===== config.mk =====
export PLATFORM = sky130hd
export DESIGN_NAME = coef_fifo
export DESIGN_NICKNAME = d
export VERILOG_FILES = /design/src/hdl/coef_fifo.sv
export SDC_FILE = /design/constraint.sdc
export NUM_CORES = 1
export LEC_CHECK = 0
export ABC_AREA = 1
export CAP_MARGIN = 20
export CORE_MARGIN = 1
export CORE_UTILIZATION = 45
export DETAILED_ROUTE_END_ITERATION = 16
export DONT_BUFFER_PORTS = 1
export GPL_ROUTABILITY_DRIVEN = 0
export PLACE_DENSITY = 0.58
export REMOVE_ABC_BUFFERS = 1
export SYNTH_ARGS = -nofsm -noshare
export SYNTH_HDL_FRONTEND = slang
export SYNTH_SLANG_ARGS = --single-unit

===== constraint.sdc =====
create_clock -name clk -period 5.1 [get_ports clk]
set_input_delay 0 -clock clk [delete_from_list [all_inputs] [get_ports clk]]
set_output_delay 0 -clock clk [all_outputs]
set_load 0.05 [all_outputs]

===== src/hdl/coef_fifo.sv =====
module coef_fifo #(
  parameter int DATA_W = 32,
  parameter int DEPTH  = 8
) (
  input  logic              clk,
  input  logic              rst_n,
  input  logic              wr_i,
  input  logic [DATA_W-1:0] din_i,
  input  logic              rd_i,
  output logic [DATA_W-1:0] dout_o,
  output logic              empty_o,
  output logic              afull_o
);

  localparam int PW = $clog2(DEPTH);
  localparam int CW = $clog2(DEPTH + 1);

  logic [DATA_W-1:0] mem [DEPTH];
  logic [PW-1:0]     wr_ptr;
  logic [PW-1:0]     rd_ptr;
  logic [CW-1:0]     count;
  logic              do_wr;
  logic              do_rd;

  assign do_wr = wr_i && (count != CW'(DEPTH));
  assign do_rd = rd_i && !empty_o;

  always_ff @(posedge clk) begin
    if (do_wr) begin
      mem[wr_ptr] <= din_i;
    end
  end

  always_ff @(posedge clk or negedge rst_n) begin
    if (!rst_n) begin
      wr_ptr <= '0;
      rd_ptr <= '0;
      count  <= '0;
    end else begin
      if (do_wr) begin
        wr_ptr <= (wr_ptr == PW'(DEPTH - 1)) ? '0 : wr_ptr + 1'b1;
      end
      if (do_rd) begin
        rd_ptr <= (rd_ptr == PW'(DEPTH - 1)) ? '0 : rd_ptr + 1'b1;
      end
      case ({do_wr, do_rd})
        2'b10:   count <= count + 1'b1;
        2'b01:   count <= count - 1'b1;
        default: count <= count;
      endcase
    end
  end

  // Head entry shows ahead of the pop
  assign dout_o  = mem[rd_ptr];
  assign empty_o = (count == '0);
  // Leaves room for two writes already in flight
  assign afull_o = (count >= CW'(DEPTH - 2));

  // Back-pressure upstream must keep the writer off a full FIFO
  a_no_overflow: assert property (
    @(posedge clk) disable iff (!rst_n) wr_i |-> count != CW'(DEPTH)
  ) else $error("coefficient FIFO written while full");

  a_no_underflow: assert property (
    @(posedge clk) disable iff (!rst_n) rd_i |-> !empty_o
  ) else $error("coefficient FIFO read while empty");

endmodule


* Word-level counts from Yosys, hierarchy flattened
Memory sizes are Yosys's and may differ from the RTL's. Index checks and enable logic that the tools add are counted.
Operators by class: equality and inequality tests 5, reduce and logical (&&, ||, !) cells 5, muxes and demuxes 5, $add $sub $neg 4, $lt $le $gt $ge 1
Operators by type and width (count):
- one-hot mux 4 bit (2 select lines) | 1
- adder 3 x 1 -> 3 bit (second input constant) | 2
- equality test 3 bit (second input constant) | 2
- two-way mux 3 bit | 2
- adder 4 x 1 -> 4 bit (second input constant) | 1
- greater-or-equal comparator 4 x 3 -> 1 bit (second input constant) | 1
- logical NOT 4 bit | 1
- != test 4 bit (second input constant) | 1
- subtractor 4 x 1 -> 4 bit (second input constant) | 1
- equality test 2 x 1 -> 1 bit (second input constant) | 1
- equality test 2 bit (second input constant) | 1
- logical AND 1 bit | 2
- two-way mux 1 bit | 2
- nonzero test 2 bit | 1
- logical NOT 1 bit | 1
Word-level totals: word-level logic and storage cells 24, input port bits 36, flip-flop bits (word level) 10, memories kept 1, output and inout bits 34, memory bits (writable) 256
Memories:
- mem | words 8, width 32, rd ports 1, clocked after Yosys merged registers in 0, write ports 1, RTL line 18 | logic [DATA_W-1:0] mem [DEPTH];

* Logic depth before layout (Yosys ltp)
word-level depth 5, depth in mapped cells 12

* Least setup slack after synthesis
No wires, ideal clock.
kind reg-to-reg, start reg count[0], end mem mem[6][0] (enable), arrival time 2.996 ns, library setup time 0.461 ns, cell stages (with the launch flop) 6, clock period less this slack 3.457 ns, slack 1.643 ns, path through dfrtp_1 nor2_1 nand3_1 nand2_1 buf_2 nor3_1
Between the ends: longest elaborated chain between the ends 4
Ends and longest elaborated chain:
- start, declared | RTL line 21 | logic [CW-1:0] count;
- start signal, assigned | RTL line 47 | 2'b10: count <= count + 1'b1;
- start signal, assigned | RTL line 48 | 2'b01: count <= count - 1'b1;
- start signal, assigned | RTL line 49 | default: count <= count;
- != test 4 bit | RTL line 25 | assign do_wr = wr_i && (count != CW'(DEPTH));
- logical AND 1 bit | RTL line 25
- two-way mux 1 bit | RTL line 29 | if (do_wr) begin
- two-way mux 1 bit (implied by the code) | RTL line 30 | mem[wr_ptr] <= din_i;
- end, declared | RTL line 18
Every way passes these cells.

* Worst setup path in the final report
start reg rd_ptr[0], end out dout_o[15]
Between the ends: longest elaborated chain between the ends 1
Ends and longest elaborated chain:
- start, declared | RTL line 20 | logic [PW-1:0] rd_ptr;
- start signal, assigned | RTL line 44 | rd_ptr <= (rd_ptr == PW'(DEPTH - 1)) ? '0 : rd_ptr + 1'b1;
- memory read (8 x 32 bit)
- end, declared | RTL line 10 | output logic [DATA_W-1:0] dout_o,
Every way passes these cells.

==> results.yml <==
run_status:
  run_status: "completed"
critical_path:
  r2r_start: "count[0]$_DFFE_PN0P_"
  path_class: "reg2out"
  crit_path_end_kind: "output pin"
  worstPathMaxFanout: 218
  critPathLaunch: "rd_ptr[0]$_DFFE_PN0P_"
  startpoint_type: "flop"
  cp_common_cell: "nand2_1"
  worstPathRequired_ns: 5.10
  cp_slowest_cell: "dfrtp_4"
  cp_cell_sequence: "buf_12, nor2_1, nor2_1, nand2_1, nand2_1, nand2_1, nand2_1"
  max_stage_delay_ns: 0.71
  cp.arrival_ns: 2.91
placement:
  port-buffer-count: 0
  dp_hpwl_mm: 12.6
cts:
  cts_root_buffer: "clkbuf_16"
  cts.sink_count: 266
  path_clk_slew_ns: 0.06
  cts_made_buffers: 28
  clockBufferDepth: 3
  ctsResizeCount: 0
  cts_setup_buffers: 0
  cts_tree: "built"
  htree_levels: 1
  insertion_delay_ns: 0.53
  postCtsHoldBufs: 36
synth:
  synth_edf_count: 256
  netlist_instances: 1194
  synth-async-reset-ratio_pct: 3.76
  synth.distinct_cells: 22
  synthFlopType: "edfxtp_1"
  avgSynthCellArea_sq_um: 9.77
  yosysWarnings: 0
  synth-seq-area-share_pct: 68.0
  synth.cell_area_sq_um: 11700
  ys_seq_elements: 266
detailed_routing:
  vias_per_cell: 4.62
  first_pass_iters: 4
  post_drt_wl_per_cell_microns: 15.0
  route.vias.total: 7306
  final_antenna_net_count: 0
  drt_iter0_drc: 471
  wl_mm: 23.7
  drc: 0
worst_hold_path:
  holdCritStartpoint: "wr_i"
  hold_path_class: "in2reg"
global_route:
  overflow: 0
  antenna_found_initial: 3
  grt_pass1_wl_mm: 37.0
  grt_pass1_vias: 6726
  grt_usage_pct: 18.3
  grt_max_degree: 219
sta:
  slew_viol_final: 0
  hold_violations: 0
  rsz0062_at_grt: "no"
  setup_viol_count_final: 0
  relSlewSlack_pct: 32.4
  fmax_ghz: 0.344
  tightest_slew_ns: 1.01
  period_share_pct: 57.1
  min_period_ns: 2.91
  skew_ns: 0.0123
  setup_tns_ns: 0
die:
  num_rows: 58
  dieHeight_microns: 163
  die_w_microns: 163
  dieArea_sq_um: 26600
  initial_core_util_pct: 46.1
  coreArea_sq_um: 25300
  ios: 70
finish:
  syn_to_final_growth_pct: 13.4
  drive_gt1_share_pct: 5.76
  post-route-util_pct: 52.2
  nets: 1274
power_and_ir_drop:
  power_density_nw_per_um2: 603
  leakagePower_nw: 5.66
  fin_total_pwr_w: 0.00797
  ir_worst_vdd_mv: 0.421
flow_run:
  cap_viol_max_count: 0
worst paths after layout:
check                                         to  slack (ns)  cells past startpoint
max                                   dout_o[15]        2.19                      7
min                        wr_ptr[1]$_DFFE_PN0P_        0.25                      3
max reg2reg                 mem[6][31]$_DFFE_PP_        2.60                      5
min reg2reg                 count[0]$_DFFE_PN0P_        0.52                      1
max in group asynchronous  rd_ptr[0]$_DFFE_PN0P_        4.34                      2
min in group asynchronous   count[1]$_DFFE_PN0P_        0.40                      2
Yosys cell counts (2+ instances only):
cell      count  area share [%]
buf_2        22            0.94
clkbuf_1      7            0.23
nand2_1     444              14
ha_1          7            0.75
nor2_1      258             8.3
buf_1         7            0.23
nand3_1       6            0.26
dfrtp_1      10             2.1
or2_2         2            0.11
o21ai_0       5            0.21
nor3_1        8            0.34
buf_4         3            0.19
buf_6        10            0.97
inv_1       142             4.6
edfxtp_1    256              66
metal layers:
metal / vias up / global-route usage, % / share of wire (%)
met5: - / 0 / 0.055
met4: 2 / 5.18 / 1.7
met3: 36 / 3.12 / 5.4
met2: 130 / 29.5 / 46
met1: 3352 / 25.5 / 47
li1: 3786 / - / -
worst max-delay path: cells and delay by family, from the launching register on:
| kind | cells | cell delay [ns] |
|---|---|---|
| buffers and inverters | 1 | 0.56 |
| and+or+nand+nor | 6 | 0.81 |
| DFF | 1 | 0.71 |
where the power goes:
group	internal (W)	switching (W)
logic	0.000689	0.00245
registers	0.00274	0.000139
clock network	0.00118	0.000775
logic make-up after synthesis:
kind of cell / Yosys count / share of synthesized area [%]
AOI/OAI and AO/OA: 6 / 0.257
xor gates and xnor gates: 2 / 0.150
adders and majority gates: 8 / 0.922
and+or+nand+nor: 719 / 23.3
buffers and inverters: 193 / 7.28
DFF: 266 / 68.0
final cells by class:
class,instances,area [sq um]
fill,2264,12100
sequential,266,7940
multi-input combinational,735,2920
clock buffer,35,748
inverter,143,538
timing repair buffer,56,523
tap,330,413
clock inverter,14,139
antenna,2,5.00
state kept, by name, indices dropped and copies added (netlist names):
| register | flops |
|---|---|
| mem | 256 |
| count | 4 |
| rd_ptr | 3 |
| wr_ptr | 3 |
per-stage QoR:
step                instance area (sq um)  setup slack, ns  std cells  hold slack [ns]
floorplan                           11400          -0.0116       1144           -0.296
global placement                    12000             2.57       1494           -0.295
detailed placement                  12000             2.54       1494           -0.295
CTS                                 13200             2.21       1579            0.211
global route                        13200             2.00       1581            0.250
finish                              13200             2.19       1581            0.249
cell usage in the layout (no fill, tap or decap), drive strengths merged:
master / n
inv: 142
nor2: 258
clkinv: 12
clkbuf: 35
nand3: 6
xor2: 1
dfrtp: 10
diode: 2
ha: 7
nor3: 8
xnor2: 1
or2: 3
buf: 20
o21ai: 6
fa: 1
edfxtp: 256
nand2: 444
bufinv: 3
dlygate4sd3: 36
Power figures use the tool's default switching activity.
