`src/hdl/gat_cfg.svh`:
```
`ifndef GAT_CFG_SVH
`define GAT_CFG_SVH

// Operand width of H values, weights and a entries
`define GAT_DATA_W 8

// Layer sizes
`define GAT_FEAT_IN 16
`define GAT_FEAT_OUT 4
`define GAT_TOTAL_NODES 8

// Sparse entry memory depth
`define GAT_H_DEPTH 64

// 16-bit product plus growth over 16 input features
`define GAT_WH_W 20

`define GAT_COEF_W 32

`define GAT_FIFO_DEPTH 8

`endif

```
`src/hdl/gat_pkg.sv`:
```
`include "gat_cfg.svh"

package gat_pkg;

  typedef logic signed [`GAT_DATA_W-1:0] data_t;
  typedef logic [$clog2(`GAT_FEAT_IN)-1:0] col_idx_t;
  // Value in the upper bits, column index below
  typedef logic [`GAT_DATA_W+$clog2(`GAT_FEAT_IN)-1:0] h_entry_t;
  typedef logic [$clog2(`GAT_H_DEPTH)-1:0] h_addr_t;
  typedef logic [$clog2(`GAT_TOTAL_NODES)-1:0] node_addr_t;
  typedef logic [$clog2(`GAT_FEAT_IN):0] row_len_t;
  typedef logic [$clog2(`GAT_TOTAL_NODES):0] num_node_t;
  // {row_len, num_node, first_flag}
  typedef logic [$bits(row_len_t)+$bits(num_node_t):0] node_info_t;
  typedef logic signed [`GAT_WH_W-1:0] wh_elem_t;
  // Element k at bits [k*GAT_WH_W +: GAT_WH_W]
  typedef logic [`GAT_FEAT_OUT*`GAT_WH_W-1:0] wh_vec_t;
  // {wh_vec, num_node, first_flag}
  typedef logic [$bits(wh_vec_t)+$bits(num_node_t):0] wh_word_t;
  typedef logic signed [`GAT_COEF_W-1:0] coef_t;
  typedef logic [$clog2(`GAT_FEAT_IN*`GAT_FEAT_OUT+2*`GAT_FEAT_OUT)-1:0] wgt_addr_t;

  typedef enum logic [2:0] {IDLE, INFO, ROW, DRAIN, WRITE} spmm_state_t;

endpackage

```
`src/hdl/gat_wgt_if.sv`:
```
`include "gat_cfg.svh"

interface gat_wgt_if;

  // Column of the sparse entry being accumulated
  gat_pkg::col_idx_t row_addr;
  // Weights of that column, one per output feature
  gat_pkg::data_t [`GAT_FEAT_OUT-1:0] row;
  // Source half first, destination half above it
  gat_pkg::data_t [2*`GAT_FEAT_OUT-1:0] a_vec;
  logic w_rdy;

  modport store (
    input  row_addr,
    output row,
    output a_vec,
    output w_rdy
  );

  modport spmm (
    output row_addr,
    input  row,
    input  w_rdy
  );

  modport dmvm (
    input  a_vec
  );

endinterface

```
`src/hdl/weight_store.sv`:
```
`include "gat_cfg.svh"

module weight_store (
  input  logic               clk,
  input  logic               rst_n,
  input  logic               wgt_wr_i,
  input  gat_pkg::wgt_addr_t wgt_addr_i,
  input  gat_pkg::data_t     wgt_data_i,
  input  logic               wgt_load_done_i,
  gat_wgt_if.store           wgt
);

  localparam int W_NUM = `GAT_FEAT_IN * `GAT_FEAT_OUT;
  localparam int A_NUM = 2 * `GAT_FEAT_OUT;
  localparam int W_AW  = $clog2(W_NUM);
  localparam int A_AW  = $clog2(A_NUM);
  localparam int O_AW  = $clog2(`GAT_FEAT_OUT);

  gat_pkg::data_t w_mem [W_NUM];
  gat_pkg::data_t a_mem [A_NUM];

  always_ff @(posedge clk) begin
    if (wgt_wr_i) begin
      if (wgt_addr_i < W_NUM) begin
        w_mem[wgt_addr_i[W_AW-1:0]] <= wgt_data_i;
      end else begin
        // a entries start at W_NUM, a multiple of A_NUM
        a_mem[wgt_addr_i[A_AW-1:0]] <= wgt_data_i;
      end
    end
  end

  always_ff @(posedge clk or negedge rst_n) begin
    if (!rst_n) begin
      wgt.w_rdy <= 1'b0;
    end else begin
      wgt.w_rdy <= wgt_load_done_i;
    end
  end

  // Row major, so a column's weights sit side by side
  always_comb begin
    for (int k = 0; k < `GAT_FEAT_OUT; k++) begin
      wgt.row[k] = w_mem[{wgt.row_addr, O_AW'(k)}];
    end
    for (int j = 0; j < A_NUM; j++) begin
      wgt.a_vec[j] = a_mem[j];
    end
  end

  // Weights stay frozen while the compute side may be using them
  a_no_write_when_ready: assert property (
    @(posedge clk) disable iff (!rst_n) wgt.w_rdy |-> !wgt_wr_i
  ) else $error("weight write while w_rdy is high");

endmodule

```
`src/flat_wrapper.sv`:
```
// flat-port wrapper written by rule: the top's interface ports become plain ports
module weight_store_flat 
  (clk, rst_n, wgt_wr_i, wgt_addr_i, wgt_data_i, wgt_load_done_i, wgt_row_addr, wgt_row, wgt_a_vec, wgt_w_rdy);
  gat_wgt_if wgt_i ();
  input  logic clk;
  input  logic rst_n;
  input  logic wgt_wr_i;
  input  gat_pkg::wgt_addr_t wgt_addr_i;
  input  gat_pkg::data_t wgt_data_i;
  input  logic wgt_load_done_i;
  input wire logic [$bits(wgt_i.row_addr)-1:0] wgt_row_addr;
  output wire logic [$bits(wgt_i.row)-1:0] wgt_row;
  output wire logic [$bits(wgt_i.a_vec)-1:0] wgt_a_vec;
  output wire logic [$bits(wgt_i.w_rdy)-1:0] wgt_w_rdy;
  assign wgt_i.row_addr = wgt_row_addr;
  assign wgt_row = wgt_i.row;
  assign wgt_a_vec = wgt_i.a_vec;
  assign wgt_w_rdy = wgt_i.w_rdy;
  weight_store u_core (.clk(clk), .rst_n(rst_n), .wgt_wr_i(wgt_wr_i), .wgt_addr_i(wgt_addr_i), .wgt_data_i(wgt_data_i), .wgt_load_done_i(wgt_load_done_i), .wgt(wgt_i));
endmodule
```
`config.mk`:
```
export PLATFORM = sky130hd
export DESIGN_NAME = weight_store_flat
export DESIGN_NICKNAME = d
export VERILOG_FILES = /design/src/hdl/gat_pkg.sv /design/src/hdl/gat_wgt_if.sv /design/src/hdl/weight_store.sv /design/src/flat_wrapper.sv
export VERILOG_INCLUDE_DIRS = /design/src /design/src/hdl
export SDC_FILE = /design/constraint.sdc
export NUM_CORES = 1
export LEC_CHECK = 0
export BUFFER_PORTS_ARGS = -buffer_cell sky130_fd_sc_hd__buf_4
export CORE_ASPECT_RATIO = 2
export CORE_UTILIZATION = 30
export CTS_CLUSTER_DIAMETER = 30
export DETAILED_ROUTE_END_ITERATION = 6
export GPL_TIMING_DRIVEN = 0
export PLACE_DENSITY = 0.5
export SLEW_MARGIN = 5
export SYNTH_ARGS = -nofsm -noshare
export SYNTH_HDL_FRONTEND = slang
export SYNTH_SLANG_ARGS = --single-unit
```
`constraint.sdc`:
```
create_clock -name clk -period 2.1 [get_ports clk]
set_input_delay 0.525 -clock clk [delete_from_list [all_inputs] [get_ports clk]]
set_output_delay 0.525 -clock clk [all_outputs]
set_load 0.02 [all_outputs]
```
* After elaboration in Yosys (flattened, before gate mapping)
Memory sizes are Yosys's and may differ from the RTL's.
Index checks and enable logic that the tools add are counted.
** Storage, ports and cells
- Bits in registers :: 1
- RAM bits :: 576
- Input bits :: 23
- Output and inout bits :: 97
- Word-level logic and storage cells :: 10
- Memories :: 2
** Operators by class
- $lt $le $gt $ge :: 1
- Multiplexer cells :: 6
** Memory list
- u_core.w_mem :: words 64, width 8, rd ports 4, clocked after memory_dff 0, wr ports 1, line weight_store.sv:19 : gat_pkg::data_t w_mem [W_NUM];
- u_core.a_mem :: words 8, width 8, rd ports 8, clocked after memory_dff 0, wr ports 1, line weight_store.sv:20 : gat_pkg::data_t a_mem [A_NUM];
** Operators by type and width (count)
- 7-bit < comparator (second input constant) :: 1
- 1-bit two-way mux :: 6

* Logic depth before layout (Yosys ltp)
- Depth after elaboration :: 4
- Gate-level depth with buffers :: 5
- Gate-level depth less buffers :: 3

* Least setup slack after synthesis
OpenSTA, ideal clock, no wires.
- Kind :: input to output
- Start point :: input port wgt_row_addr[0]
- End point :: output port wgt_row[17]
- Arrival :: 1.782 ns
- Setup slack :: -0.207 ns
- Stages on the path :: 5
- Cell sequence :: buf_2 -> buf_4 -> mux4_2 -> a22oi_1 -> nand2_1
** Between the ends
- Longest elaborated chain between the ends :: 1
** RTL lines
- start: declaration :: line flat_wrapper.sv:11 : input wire logic [$bits(wgt_i.row_addr)-1:0] wgt_row_addr;
- memory read 64 x 8 bit
- end: declaration :: line flat_wrapper.sv:12 : output wire logic [$bits(wgt_i.row)-1:0] wgt_row;
Every way passes these cells.

==> impl_metrics.py <==
metrics = {
    "status": {
        "run_status": "complete, but fails checks",
        "violations": "setup timing",
    },
    "setup_path": {
        "worstSetupEndpoint": "wgt_row[10]",
        "arrival_ns": 2.12,
        "crit_buf_inv": 1,
        "cpMaxStageDelayCell": "mux4_2",
        "crit_chain": "mux4_2, a22oi_2, nand2_2, buf_6",
        "critical_path.max_fanout": 1,
        "crit_start": "u_core.w_mem[45][2]$_DFFE_PP_",
        "end_kind": "primary output",
        "crit_type": "reg2out",
        "max_stage_delay_ns": 0.51,
        "cp_num_cells": 4,
        "required_ns": 1.57,
        "cp_top_family": "multiplexers",
        "start_kind": "register",
    },
    "synthesis": {
        "syn_avg_cell_area_um2": 22.5,
        "synth_enable_flop_cells": 576,
        "synthCells": 955,
        "ys_types": 21,
        "synth_seq_cells": 577,
        "syn_nets": 978,
        "synth_ff_type": "edfxtp_1",
        "syn_area_mm2": 0.0215,
        "ys_warn_count": 0,
        "ys_seq_area_share_pct": 80.5,
        "async_flop_share_pct": 0.173,
    },
    "cts": {
        "cts_tree": "built",
        "path_clk_slew_ns": 0.06,
        "cts.path.max_buffers": 3,
        "numCtsBuffers": 59,
        "cts-htree-levels": 2,
        "clkSinkCount": 577,
        "ctsRootBufferMaster": "clkbuf_16",
    },
    "final_layout": {
        "multi_input_area_mm2": 0.00448,
        "fill_cells": 6418,
        "register_area_mm2": 0.0173,
        "final_util_pct": 37.5,
        "drive_above_1_share_pct": 44.9,
        "area_growth_pct": 23.5,
        "nNetsFinal": 1152,
        "final-instance-count-excl-fill": 2086,
        "num_antenna_cells": 0,
    },
    "power_and_ir_drop": {
        "ir_drop_mv": 0.724,
        "power_density_mw_per_mm2": 965,
        "total_leakage_power_uw": 0.00827,
    },
    "timing": {
        "period_needed_ns": 2.64,
        "fmax_ghz": 0.378,
        "drv_slew": 0,
        "setup_viol": 32,
        "worstMarginPinSlew_ns": 1.06,
        "relSlewSlack_pct": 29.7,
        "setup_slack_ns": -0.544,
        "fin_crit_sh_pct": 126,
        "rsz0062_at_grt": "true",
        "hold_viol": 0,
    },
    "route": {
        "vias": 9964,
        "vias_per_cell": 4.78,
        "drt_first_pass_iters": 4,
        "drc_errors": 0,
        "wl_um": 54300,
        "ant_nets": 0,
        "drt_iter0_markers": 598,
        "wire_per_inst_um": 26.0,
    },
    "flow_run": {
        "max-cap-violations": 0,
    },
    "placement": {
        "place.gp.congestion": 0.718,
        "dp_hpwl_um": 35600,
        "dp_cells": 1977,
        "port_buffers": 112,
    },
    "grt": {
        "grt_pass1_vias": 11200,
        "grt-busiest-layer": "met2",
        "use_met1_pct": 16.0,
        "met3_usage_pct": 2.05,
        "grt_pass1_wl_um": 78400,
        "grt_use_met2_pct": 29.6,
        "overflow": 0,
        "grt_max_degree": 73,
        "grt_usage_pct": 15.2,
        "antenna_found_initial": 0,
    },
    "floorplanning": {
        "fp.dieW_um": 191,
        "die_h_um": 381,
        "start_util_pct": 30.4,
        "die_area_mm2": 0.0728,
        "core_mm2": 0.0708,
        "ios": 120,
        "rows": 138,
    },
    "min_path": {
        "hold_path.class": "in2async",
    },
}
-- repair_timing --
item	4_1_cts	5_1_grt
hold buffers	2	0
pin swaps	12	3
gates cloned	0	0
gates resized for setup	97	34
endpoints found under the setup margin	304	206
setup buffers	0	0
hold endpoints to repair	2	0
-- logic make-up after synthesis --
kind of cell	count (synthesis)	share of synthesized area [%]
simple gates	135	2.64
compound gates	64	2.23
flops	577	80.5
mux	128	13.4
buf+inv	51	1.18
-- cells in the mapped netlist, types with 4 or more instances --
library cell,instances,share of area [%]
edfxtp_1,576,80
mux4_2,128,13
nor2_1,73,1.3
a22oi_1,64,2.2
nand2_1,40,0.70
clkbuf_1,25,0.44
buf_4,11,0.38
buf_1,9,0.16
buf_2,4,0.093
nand3_1,4,0.093
nand3b_1,4,0.14
nor2b_1,4,0.12
-- sequential cells by signal, summed over array words and instances (netlist names) --
register / count
u_core.wgt.w_rdy: 1
u_core.w_mem: 512
u_core.a_mem: 64
-- per-layer routing --
metal  part of all wire (%)  wire length, µm
met5                      0                0
met4                    3.3             1820
met3                    3.6             1940
met2                     58            31300
met1                     35            19200
-- per-stage QoR --
stage | TNS (ns) | total power (µW) | hold slack [ns] | instance area (µm²) | setup WS (ns)
floorplan | -2.14 | 13800 | 0.229 | 22000 | -0.0275
global placement | -337.21 | 14400 | 0.301 | 24000 | -1.35
detailed placement | -358.10 | 14500 | 0.303 | 24000 | -1.35
CTS | -15.04 | 25900 | 0.186 | 26500 | -0.606
global route | -14.69 | 26300 | 0.247 | 26600 | -0.571
finish | -12.54 | 25600 | 0.243 | 26600 | -0.544
-- area by class of cell --
class	count	area share, %
clock buffer	64	5.83
multi-input combinational	327	16.9
buffer	50	1.91
timing repair buffer	114	3.69
tap	910	4.29
clock inverter	44	2.20
sequential	577	65.2
-- cell usage in the layout (no fill, tap or decap), drive strengths merged, types with 2 or more instances in the layout --
master,instances
a22oi,64
buf,138
clkbuf,88
edfxtp,576
mux4,128
or3b,2
nor2,73
nand3b,4
nand2,40
dlygate4sd3,2
nand2b,2
clkinv,19
clkinvlp,7
bufinv,12
inv,6
nand3,4
nor3,2
nor2b,4
-- worst min path at each step --
stage           from                    endpoint
2_1_floorplan  rst_n  u_core.wgt.w_rdy$_DFF_PN0_
3_3_place_gp   rst_n  u_core.wgt.w_rdy$_DFF_PN0_
3_5_place_dp   rst_n  u_core.wgt.w_rdy$_DFF_PN0_
4_1_cts        rst_n  u_core.wgt.w_rdy$_DFF_PN0_
5_1_grt        rst_n  u_core.wgt.w_rdy$_DFF_PN0_
6_report       rst_n  u_core.wgt.w_rdy$_DFF_PN0_
-- report_power, final --
part / leakage [µW] / internal (µW) / switching [µW]
clock network: 0.00103 / 6840 / 4550
registers: 0.00519 / 12700 / 15.3
logic: 0.00205 / 582 / 916
total: 0.00827 / 20200 / 5480
(Power assumes the default switching activity.)
