[config.mk]
export PLATFORM = sky130hd
export DESIGN_NAME = dmvm_unit_flat
export DESIGN_NICKNAME = d
export VERILOG_FILES = /design/src/hdl/gat_pkg.sv /design/src/hdl/gat_wgt_if.sv /design/src/hdl/dmvm_unit.sv /design/src/flat_wrapper.sv
export VERILOG_INCLUDE_DIRS = /design/src /design/src/hdl
export SDC_FILE = /design/constraint.sdc
export NUM_CORES = 2
export LEC_CHECK = 0
export BUFFER_PORTS_ARGS = -buffer_cell sky130_fd_sc_hd__buf_2
export CAP_MARGIN = 20
export CORE_MARGIN = 2
export CORE_UTILIZATION = 40
export CTS_CLUSTER_DIAMETER = 60
export DETAILED_ROUTE_END_ITERATION = 10
export HOLD_SLACK_MARGIN = 0.05
export SYNTH_ARGS = -nofsm -noshare
export SYNTH_HDL_FRONTEND = slang
export SYNTH_SLANG_ARGS = --single-unit
[constraint.sdc]
create_clock -name clk -period 3.5 [get_ports clk]
set_clock_uncertainty 0.1 [all_clocks]
set_input_delay 0.175 -clock clk [delete_from_list [all_inputs] [get_ports clk]]
set_output_delay 0.175 -clock clk [all_outputs]
set_load 0.05 [all_outputs]
[src/hdl/gat_cfg.svh]
`ifndef GAT_CFG_SVH
`define GAT_CFG_SVH

// Operand width of H values, weights and a entries
`define GAT_DATA_W 8

// Layer sizes
`define GAT_FEAT_IN 16
`define GAT_FEAT_OUT 4
`define GAT_TOTAL_NODES 8

// Sparse entry memory depth
`define GAT_H_DEPTH 64

// 16-bit product plus growth over 16 input features
`define GAT_WH_W 20

`define GAT_COEF_W 32

`define GAT_FIFO_DEPTH 8

`endif

[src/hdl/gat_pkg.sv]
`include "gat_cfg.svh"

package gat_pkg;

  typedef logic signed [`GAT_DATA_W-1:0] data_t;
  typedef logic [$clog2(`GAT_FEAT_IN)-1:0] col_idx_t;
  // Value in the upper bits, column index below
  typedef logic [`GAT_DATA_W+$clog2(`GAT_FEAT_IN)-1:0] h_entry_t;
  typedef logic [$clog2(`GAT_H_DEPTH)-1:0] h_addr_t;
  typedef logic [$clog2(`GAT_TOTAL_NODES)-1:0] node_addr_t;
  typedef logic [$clog2(`GAT_FEAT_IN):0] row_len_t;
  typedef logic [$clog2(`GAT_TOTAL_NODES):0] num_node_t;
  // {row_len, num_node, first_flag}
  typedef logic [$bits(row_len_t)+$bits(num_node_t):0] node_info_t;
  typedef logic signed [`GAT_WH_W-1:0] wh_elem_t;
  // Element k at bits [k*GAT_WH_W +: GAT_WH_W]
  typedef logic [`GAT_FEAT_OUT*`GAT_WH_W-1:0] wh_vec_t;
  // {wh_vec, num_node, first_flag}
  typedef logic [$bits(wh_vec_t)+$bits(num_node_t):0] wh_word_t;
  typedef logic signed [`GAT_COEF_W-1:0] coef_t;
  typedef logic [$clog2(`GAT_FEAT_IN*`GAT_FEAT_OUT+2*`GAT_FEAT_OUT)-1:0] wgt_addr_t;

  typedef enum logic [2:0] {IDLE, INFO, ROW, DRAIN, WRITE} spmm_state_t;

endpackage

[src/hdl/gat_wgt_if.sv]
`include "gat_cfg.svh"

interface gat_wgt_if;

  // Column of the sparse entry being accumulated
  gat_pkg::col_idx_t row_addr;
  // Weights of that column, one per output feature
  gat_pkg::data_t [`GAT_FEAT_OUT-1:0] row;
  // Source half first, destination half above it
  gat_pkg::data_t [2*`GAT_FEAT_OUT-1:0] a_vec;
  logic w_rdy;

  modport store (
    input  row_addr,
    output row,
    output a_vec,
    output w_rdy
  );

  modport spmm (
    output row_addr,
    input  row,
    input  w_rdy
  );

  modport dmvm (
    input  a_vec
  );

endinterface

[src/hdl/dmvm_unit.sv]
`include "gat_cfg.svh"

module dmvm_unit (
  input  logic               clk,
  input  logic               rst_n,
  input  logic               start_i,
  gat_wgt_if.dmvm            wgt,
  input  logic               wh_vld_i,
  input  gat_pkg::wh_vec_t   wh_vec_i,
  input  logic               first_flag_i,
  output logic               coef_wr_o,
  output gat_pkg::coef_t     coef_din_o,
  output logic               done_o
);

  localparam int F = `GAT_FEAT_OUT;
  localparam int W = `GAT_WH_W;

  gat_pkg::coef_t     src_sum;
  gat_pkg::coef_t     dst_sum;
  gat_pkg::coef_t     src_q;
  gat_pkg::coef_t     dst_q;
  gat_pkg::coef_t     held_src;
  gat_pkg::coef_t     src_use;
  logic               s1_vld;
  logic               s1_first;
  gat_pkg::num_node_t wr_cnt;

  // Source and destination halves of the attention product
  always_comb begin
    src_sum = '0;
    dst_sum = '0;
    for (int k = 0; k < F; k++) begin
      src_sum += $signed(wgt.a_vec[k]) * $signed(wh_vec_i[k*W +: W]);
      dst_sum += $signed(wgt.a_vec[F+k]) * $signed(wh_vec_i[k*W +: W]);
    end
  end

  always_ff @(posedge clk) begin
    if (wh_vld_i) begin
      src_q    <= src_sum;
      dst_q    <= dst_sum;
      s1_first <= first_flag_i;
    end
  end

  // First node of a subgraph supplies the source score for the rest
  assign src_use = s1_first ? src_q : held_src;

  always_ff @(posedge clk) begin
    if (s1_vld) begin
      held_src   <= src_use;
      coef_din_o <= src_use + dst_q;
    end
  end

  always_ff @(posedge clk or negedge rst_n) begin
    if (!rst_n) begin
      s1_vld    <= 1'b0;
      coef_wr_o <= 1'b0;
      wr_cnt    <= '0;
    end else begin
      s1_vld    <= wh_vld_i;
      coef_wr_o <= s1_vld;
      // Only a finished run can be restarted
      if (start_i && done_o) begin
        wr_cnt <= '0;
      end else if (coef_wr_o) begin
        wr_cnt <= wr_cnt + 1'b1;
      end
    end
  end

  assign done_o = (wr_cnt == gat_pkg::num_node_t'(`GAT_TOTAL_NODES));

endmodule

[src/flat_wrapper.sv]
// flat-port wrapper written by rule: the top's interface ports become plain ports
module dmvm_unit_flat 
  (clk, rst_n, start_i, wh_vld_i, wh_vec_i, first_flag_i, coef_wr_o, coef_din_o, done_o, wgt_a_vec);
  gat_wgt_if wgt_i ();
  input  logic clk;
  input  logic rst_n;
  input  logic start_i;
  input  logic wh_vld_i;
  input  gat_pkg::wh_vec_t wh_vec_i;
  input  logic first_flag_i;
  output logic coef_wr_o;
  output gat_pkg::coef_t coef_din_o;
  output logic done_o;
  input wire logic [$bits(wgt_i.a_vec)-1:0] wgt_a_vec;
  assign wgt_i.a_vec = wgt_a_vec;
  dmvm_unit u_core (.clk(clk), .rst_n(rst_n), .start_i(start_i), .wgt(wgt_i), .wh_vld_i(wh_vld_i), .wh_vec_i(wh_vec_i), .first_flag_i(first_flag_i), .coef_wr_o(coef_wr_o), .coef_din_o(coef_din_o), .done_o(done_o));
endmodule
# --- Word-level counts from Yosys, hierarchy flattened ---
# Cells that the tools add are included.
totals:
  reg_bits: 135
  in_bits: 149
  output_inout_bits: 34
  elab_cells: 30
op_classes:
  add_sub_neg: 8
  n_mul: 8
  eq_ne: 1
  n_mux: 3
  reduce_logical: 2
op_table:
  columns: ["operator", "count"]
  rows:
  - ["adder 32 bit", 7]
  - ["multiplier 8 x 20 -> 28 bit", 8]
  - ["two-way mux 32 bit", 1]
  - ["two-way mux 4 bit", 2]
  - ["adder 4 x 1 -> 4 bit, second input constant", 1]
  - ["equality test 4 bit, second input constant", 1]
  - ["nonzero test 2 bit", 1]
  - ["logical AND 1 bit", 1]

# --- Longest topological paths before layout ---
logic_depth:
  ltp_word: 4
  mapped_depth: 34

# --- Least setup slack after synthesis ---
# No wires, ideal clock.
synth_path:
  path_type: "input to register"
  startpoint: "input port wgt_a_vec[55]"
  endpoint: "register u_core.dst_q[29] (data pin)"
  arrival_ns: 7.195
  t_required_ns: 3.136
  path_slack_ns: -4.059
  cell_stages: 31
  n_path_buf: 1
  cell_sequence: "clkinv_1 -> buf_1 -> fa_1 -> fa_1 -> inv_1 -> fa_1 -> inv_1 -> fa_1 -> inv_1 -> ha_1 -> o211a_1 -> o31a_1 -> o211a_1 -> a211oi_1 -> o21bai_1 -> a31o_2 -> a21oi_1 -> xnor2_1 -> fa_1 -> inv_1 -> fa_1 -> inv_1 -> ha_1 -> and3_1 -> and4_1 -> a32oi_1 -> o211ai_1 -> o2111a_1 -> o31ai_1 -> a21oi_1 -> xor2_1"
synth_via:
  elab_chain_len: 3
synth_rtl:
  columns: ["element", "line_no", "text"]
  rows:
  - ["start, declared", "flat_wrapper.sv:14", "input wire logic [$bits(wgt_i.a_vec)-1:0] wgt_a_vec;"]
  - ["multiplier 8 x 20 -> 28 bit", "dmvm_unit.sv:35", "dst_sum += $signed(wgt.a_vec[F+k]) * $signed(wh_vec_i[k*W +: W]);"]
  - ["adder 32 bit (2 in a row)", "dmvm_unit.sv:35", null]
  - ["net u_core.dst_sum[29]", "dmvm_unit.sv:20", "gat_pkg::coef_t dst_sum;"]
  - ["end signal, assigned", "dmvm_unit.sv:42", "dst_q <= dst_sum;"]
  - ["end, declared", "dmvm_unit.sv:22", "gat_pkg::coef_t dst_q;"]
# The timed path passes the listed nets, and every way through them passes these cells.
# A chain may end at the register's enable or synchronous reset.

# --- Final worst setup path ---
layout_path:
  startpoint: "input port wgt_a_vec[31]"
  endpoint: "register u_core.src_q[31] (data pin)"
layout_via:
  elab_chain_len: 2
layout_rtl:
  columns: ["element", "line_no", "text"]
  rows:
  - ["multiplier 8 x 20 -> 28 bit", "dmvm_unit.sv:34", "src_sum += $signed(wgt.a_vec[k]) * $signed(wh_vec_i[k*W +: W]);"]
  - ["adder 32 bit", "dmvm_unit.sv:34", null]
  - ["net u_core.src_sum[31]", "dmvm_unit.sv:19", "gat_pkg::coef_t src_sum;"]
  - ["end signal, assigned", "dmvm_unit.sv:41", "src_q <= src_sum;"]
  - ["end, declared", "dmvm_unit.sv:21", "gat_pkg::coef_t src_q;"]
# The timed path passes the listed nets, and every way through them passes these cells.

==> reports/summary.txt <==
outcome = finished with violations
violated checks = setup timing
Hold Fails Final Rpt = 0
fin crit share = 208%
fin. max-slew vios = 0
fraction of layout cells with a size suffix above 1 = 30.0%
CTS sink count = 135
CP endpoint kind = register
Post-DRT Antenna Nets = 0
IO Port Bufs = 182
Routed wire per std cell = 17.1 um
DR vias/cell = 4.86
max_slew headroom = 36.6%
# setup viols final = 58
Synth cell types = 82
vias in the first global route = 49800
H-tree depth = 4
vias = 46500
worst-margin pin slew = 0.951 ns
drt first pass iters = 6
Max-Cap Viols = 0
f_max = 137 MHz
maximum clock path buffer count = 2
worst path arrival time = 7.38 ns
# nets final = 9461
Syn Inst Count = 6317
die width = 381 um
cell row count = 138
slack of the critical path = -3.78 ns
Final Wtd Congestion = 0.946
initial drt markers = 2355
pin count of the biggest net entering global routing = 67
Tmin final = 7.28 ns
post-layout util = 53.7%
CTS Buf Count = 17
Crit Path Max Fanout = 6
worst hold path type = primary input to register
Top-Level Pins = 183
final wirelength = 163 mm
Worst path most repeated cell = fa_1
top post-synthesis cells by area = fa_1 (40%), ha_1 (11%), inv_1 (9.8%), and2_1 (9.5%), edfxtp_1 (6.8%)
Core ar. = 141000 um^2
Setup crit start kind = primary input
# DRC = 0
top_reg_cell synth = edfxtp_1
clock-pin slew on the worst setup and hold paths = 0.08 ns
slowest stage delay, CP = 0.52 ns
top cell type by total area after synthesis = fa_1
critical path's top delay family = adder cells
syn_nets = 8114
async set-or-reset flop fraction in the synthesized netlist = 4.44%
CTS tree = yes
number of warnings issued by yosys = 0
Fin Setup TNS = -158.29 ns
Worst EP required = 3.60 ns
Clock Latency Late Sink = 0.43 ns
most frequent cells in the layout = inv_1 (1386), buf_4 (1232), fa_1 (1093)
Setup CP Type = primary input to register
first-pass GRT wire length = 264 mm
Initial Utilization = 40.2%
crit path buf inv count = 8
total grt overflow = 0
antenna violations before repair = 4
cell area after placement = 70600 um^2
commonest non-fill, non-tap cell in the layout = inv_1
area grow syn2layout = 33.6%
cell area after layout = 75900 um^2
Worst path slowest cell = fa_1
pre-CTS WS = -4.24 ns
die area = 145000 um^2
FF+latch count, synth = 135
Post-synth EDFFs = 129
RSZ-0062 raised after global routing = yes
Avg Inst Size Synth = 9.00 um^2
die height = 381 um
Clock Tree Root = clkbuf_16
post-synth top area share = 39.8%
post-DP HPWL = 141 mm
Mapped Area = 56800 um^2
GRT Util Overall = 22.9%
register area share after synthesis = 7.08%
## per-stage QoR
step	hold slack (ns)	std cells
finish	0.275	9569
global route	0.328	9569
CTS	0.312	9537
detailed placement	-0.0927	9430
global placement	-0.0996	9430
floorplan	-0.221	6317
## sequential cells by signal, indices dropped and copies added (netlist names)
register,flops
u_core.src_q,32
u_core.coef_wr_o,1
u_core.coef_din_o,32
u_core.wr_cnt,4
u_core.s1_first,1
u_core.dst_q,32
u_core.held_src,32
u_core.s1_vld,1
## cells in the mapped netlist, types with 4 or more instances
library cell	instances
inv_1	1483
fa_1	1131
and2_1	867
ha_1	517
nand2_1	364
clkbuf_1	225
a21oi_1	219
nor2_1	211
xnor2_1	207
a21o_1	131
edfxtp_1	129
o21ai_0	125
nand2b_1	96
xor2_1	90
o21bai_1	42
nand3_1	38
o21a_1	35
nor3_1	34
mux2_2	31
nand4_1	30
and3_1	26
a211oi_1	25
nor2b_1	23
a31oi_1	20
o31ai_1	17
or3_1	17
o211ai_1	13
nor4_1	12
buf_1	9
o31a_1	9
o211a_1	8
o21ai_1	8
a311oi_1	7
a41oi_1	7
or2_2	7
a31o_2	6
and4_1	6
dfrtp_1	6
a211o_1	5
mux2i_1	5
a311o_1	4
o22ai_1	4
## layout make-up
cell class                      instances  area (um^2)
Clock inverter                         15          181
Multi-Input combinational cell       4461        50300
Fill cell                           12900        65300
Antenna cell                            2         5.00
Tap cell                             1890         2360
Clock buffer                           17          425
Sequential cell                       135         4030
Inverter                             1485         5620
Timing Repair Buffer                 1564        13000
## layer usage
metal / wire length [um] / share of wire [%] / GRT usage (%) / vias up
li1: - / - / - / 21900
met4: 4310 / 2.6 / 5.37 / 4
met3: 6660 / 4.1 / 2.12 / 153
met2: 79800 / 49 / 39.5 / 836
met1: 72600 / 44 / 30.9 / 23600
met5: 27 / 0.017 / 0 / -
## final timing paths
path	to	from	slack, ns	cells past startpoint
min reg2reg	u_core.coef_din_o[0]	u_core.dst_q[0]	0.45	1
max reg2reg	u_core.coef_din_o[28]	u_core.s1_first	0.21	13
min in group asynchronous	u_core.wr_cnt[2]	rst_n	0.57	3
max	u_core.src_q[31]	wgt_a_vec[31]	-3.78	32
min	u_core.s1_vld	wh_vld_i	0.28	2
max in group asynchronous	u_core.s1_vld	rst_n	2.48	3
## repair_timing
item,CTS,global route
endpoints found under the setup margin,58,65
pin swaps,282,232
resized for setup,597,273
hold buffers,4,0
gates cloned,9,2
hold endpoints to repair,11,0
setup buffers,89,48
## cells by family (layout without fill, tap and decap cells)
| group | count (synthesis) | count (layout) | share of synthesized area, % |
|---|---|---|---|
| AO/OA/AOI/OAI | 733 | 733 | 8.42 |
| XOR/XNOR | 297 | 297 | 4.58 |
| adder cells (fa/ha/maj) | 1648 | 1648 | 51.2 |
| buffers and inverters | 1721 | 3081 | 11.4 |
| flip-flops | 135 | 135 | 7.08 |
| multiplexers | 36 | 36 | 0.702 |
| other | 0 | 2 | 0 |
| AND/OR/NAND/NOR | 1747 | 1747 | 16.6 |
Power is not shown: default switching activity piles up to over one toggle a cycle in this logic, so the estimate is an artifact.
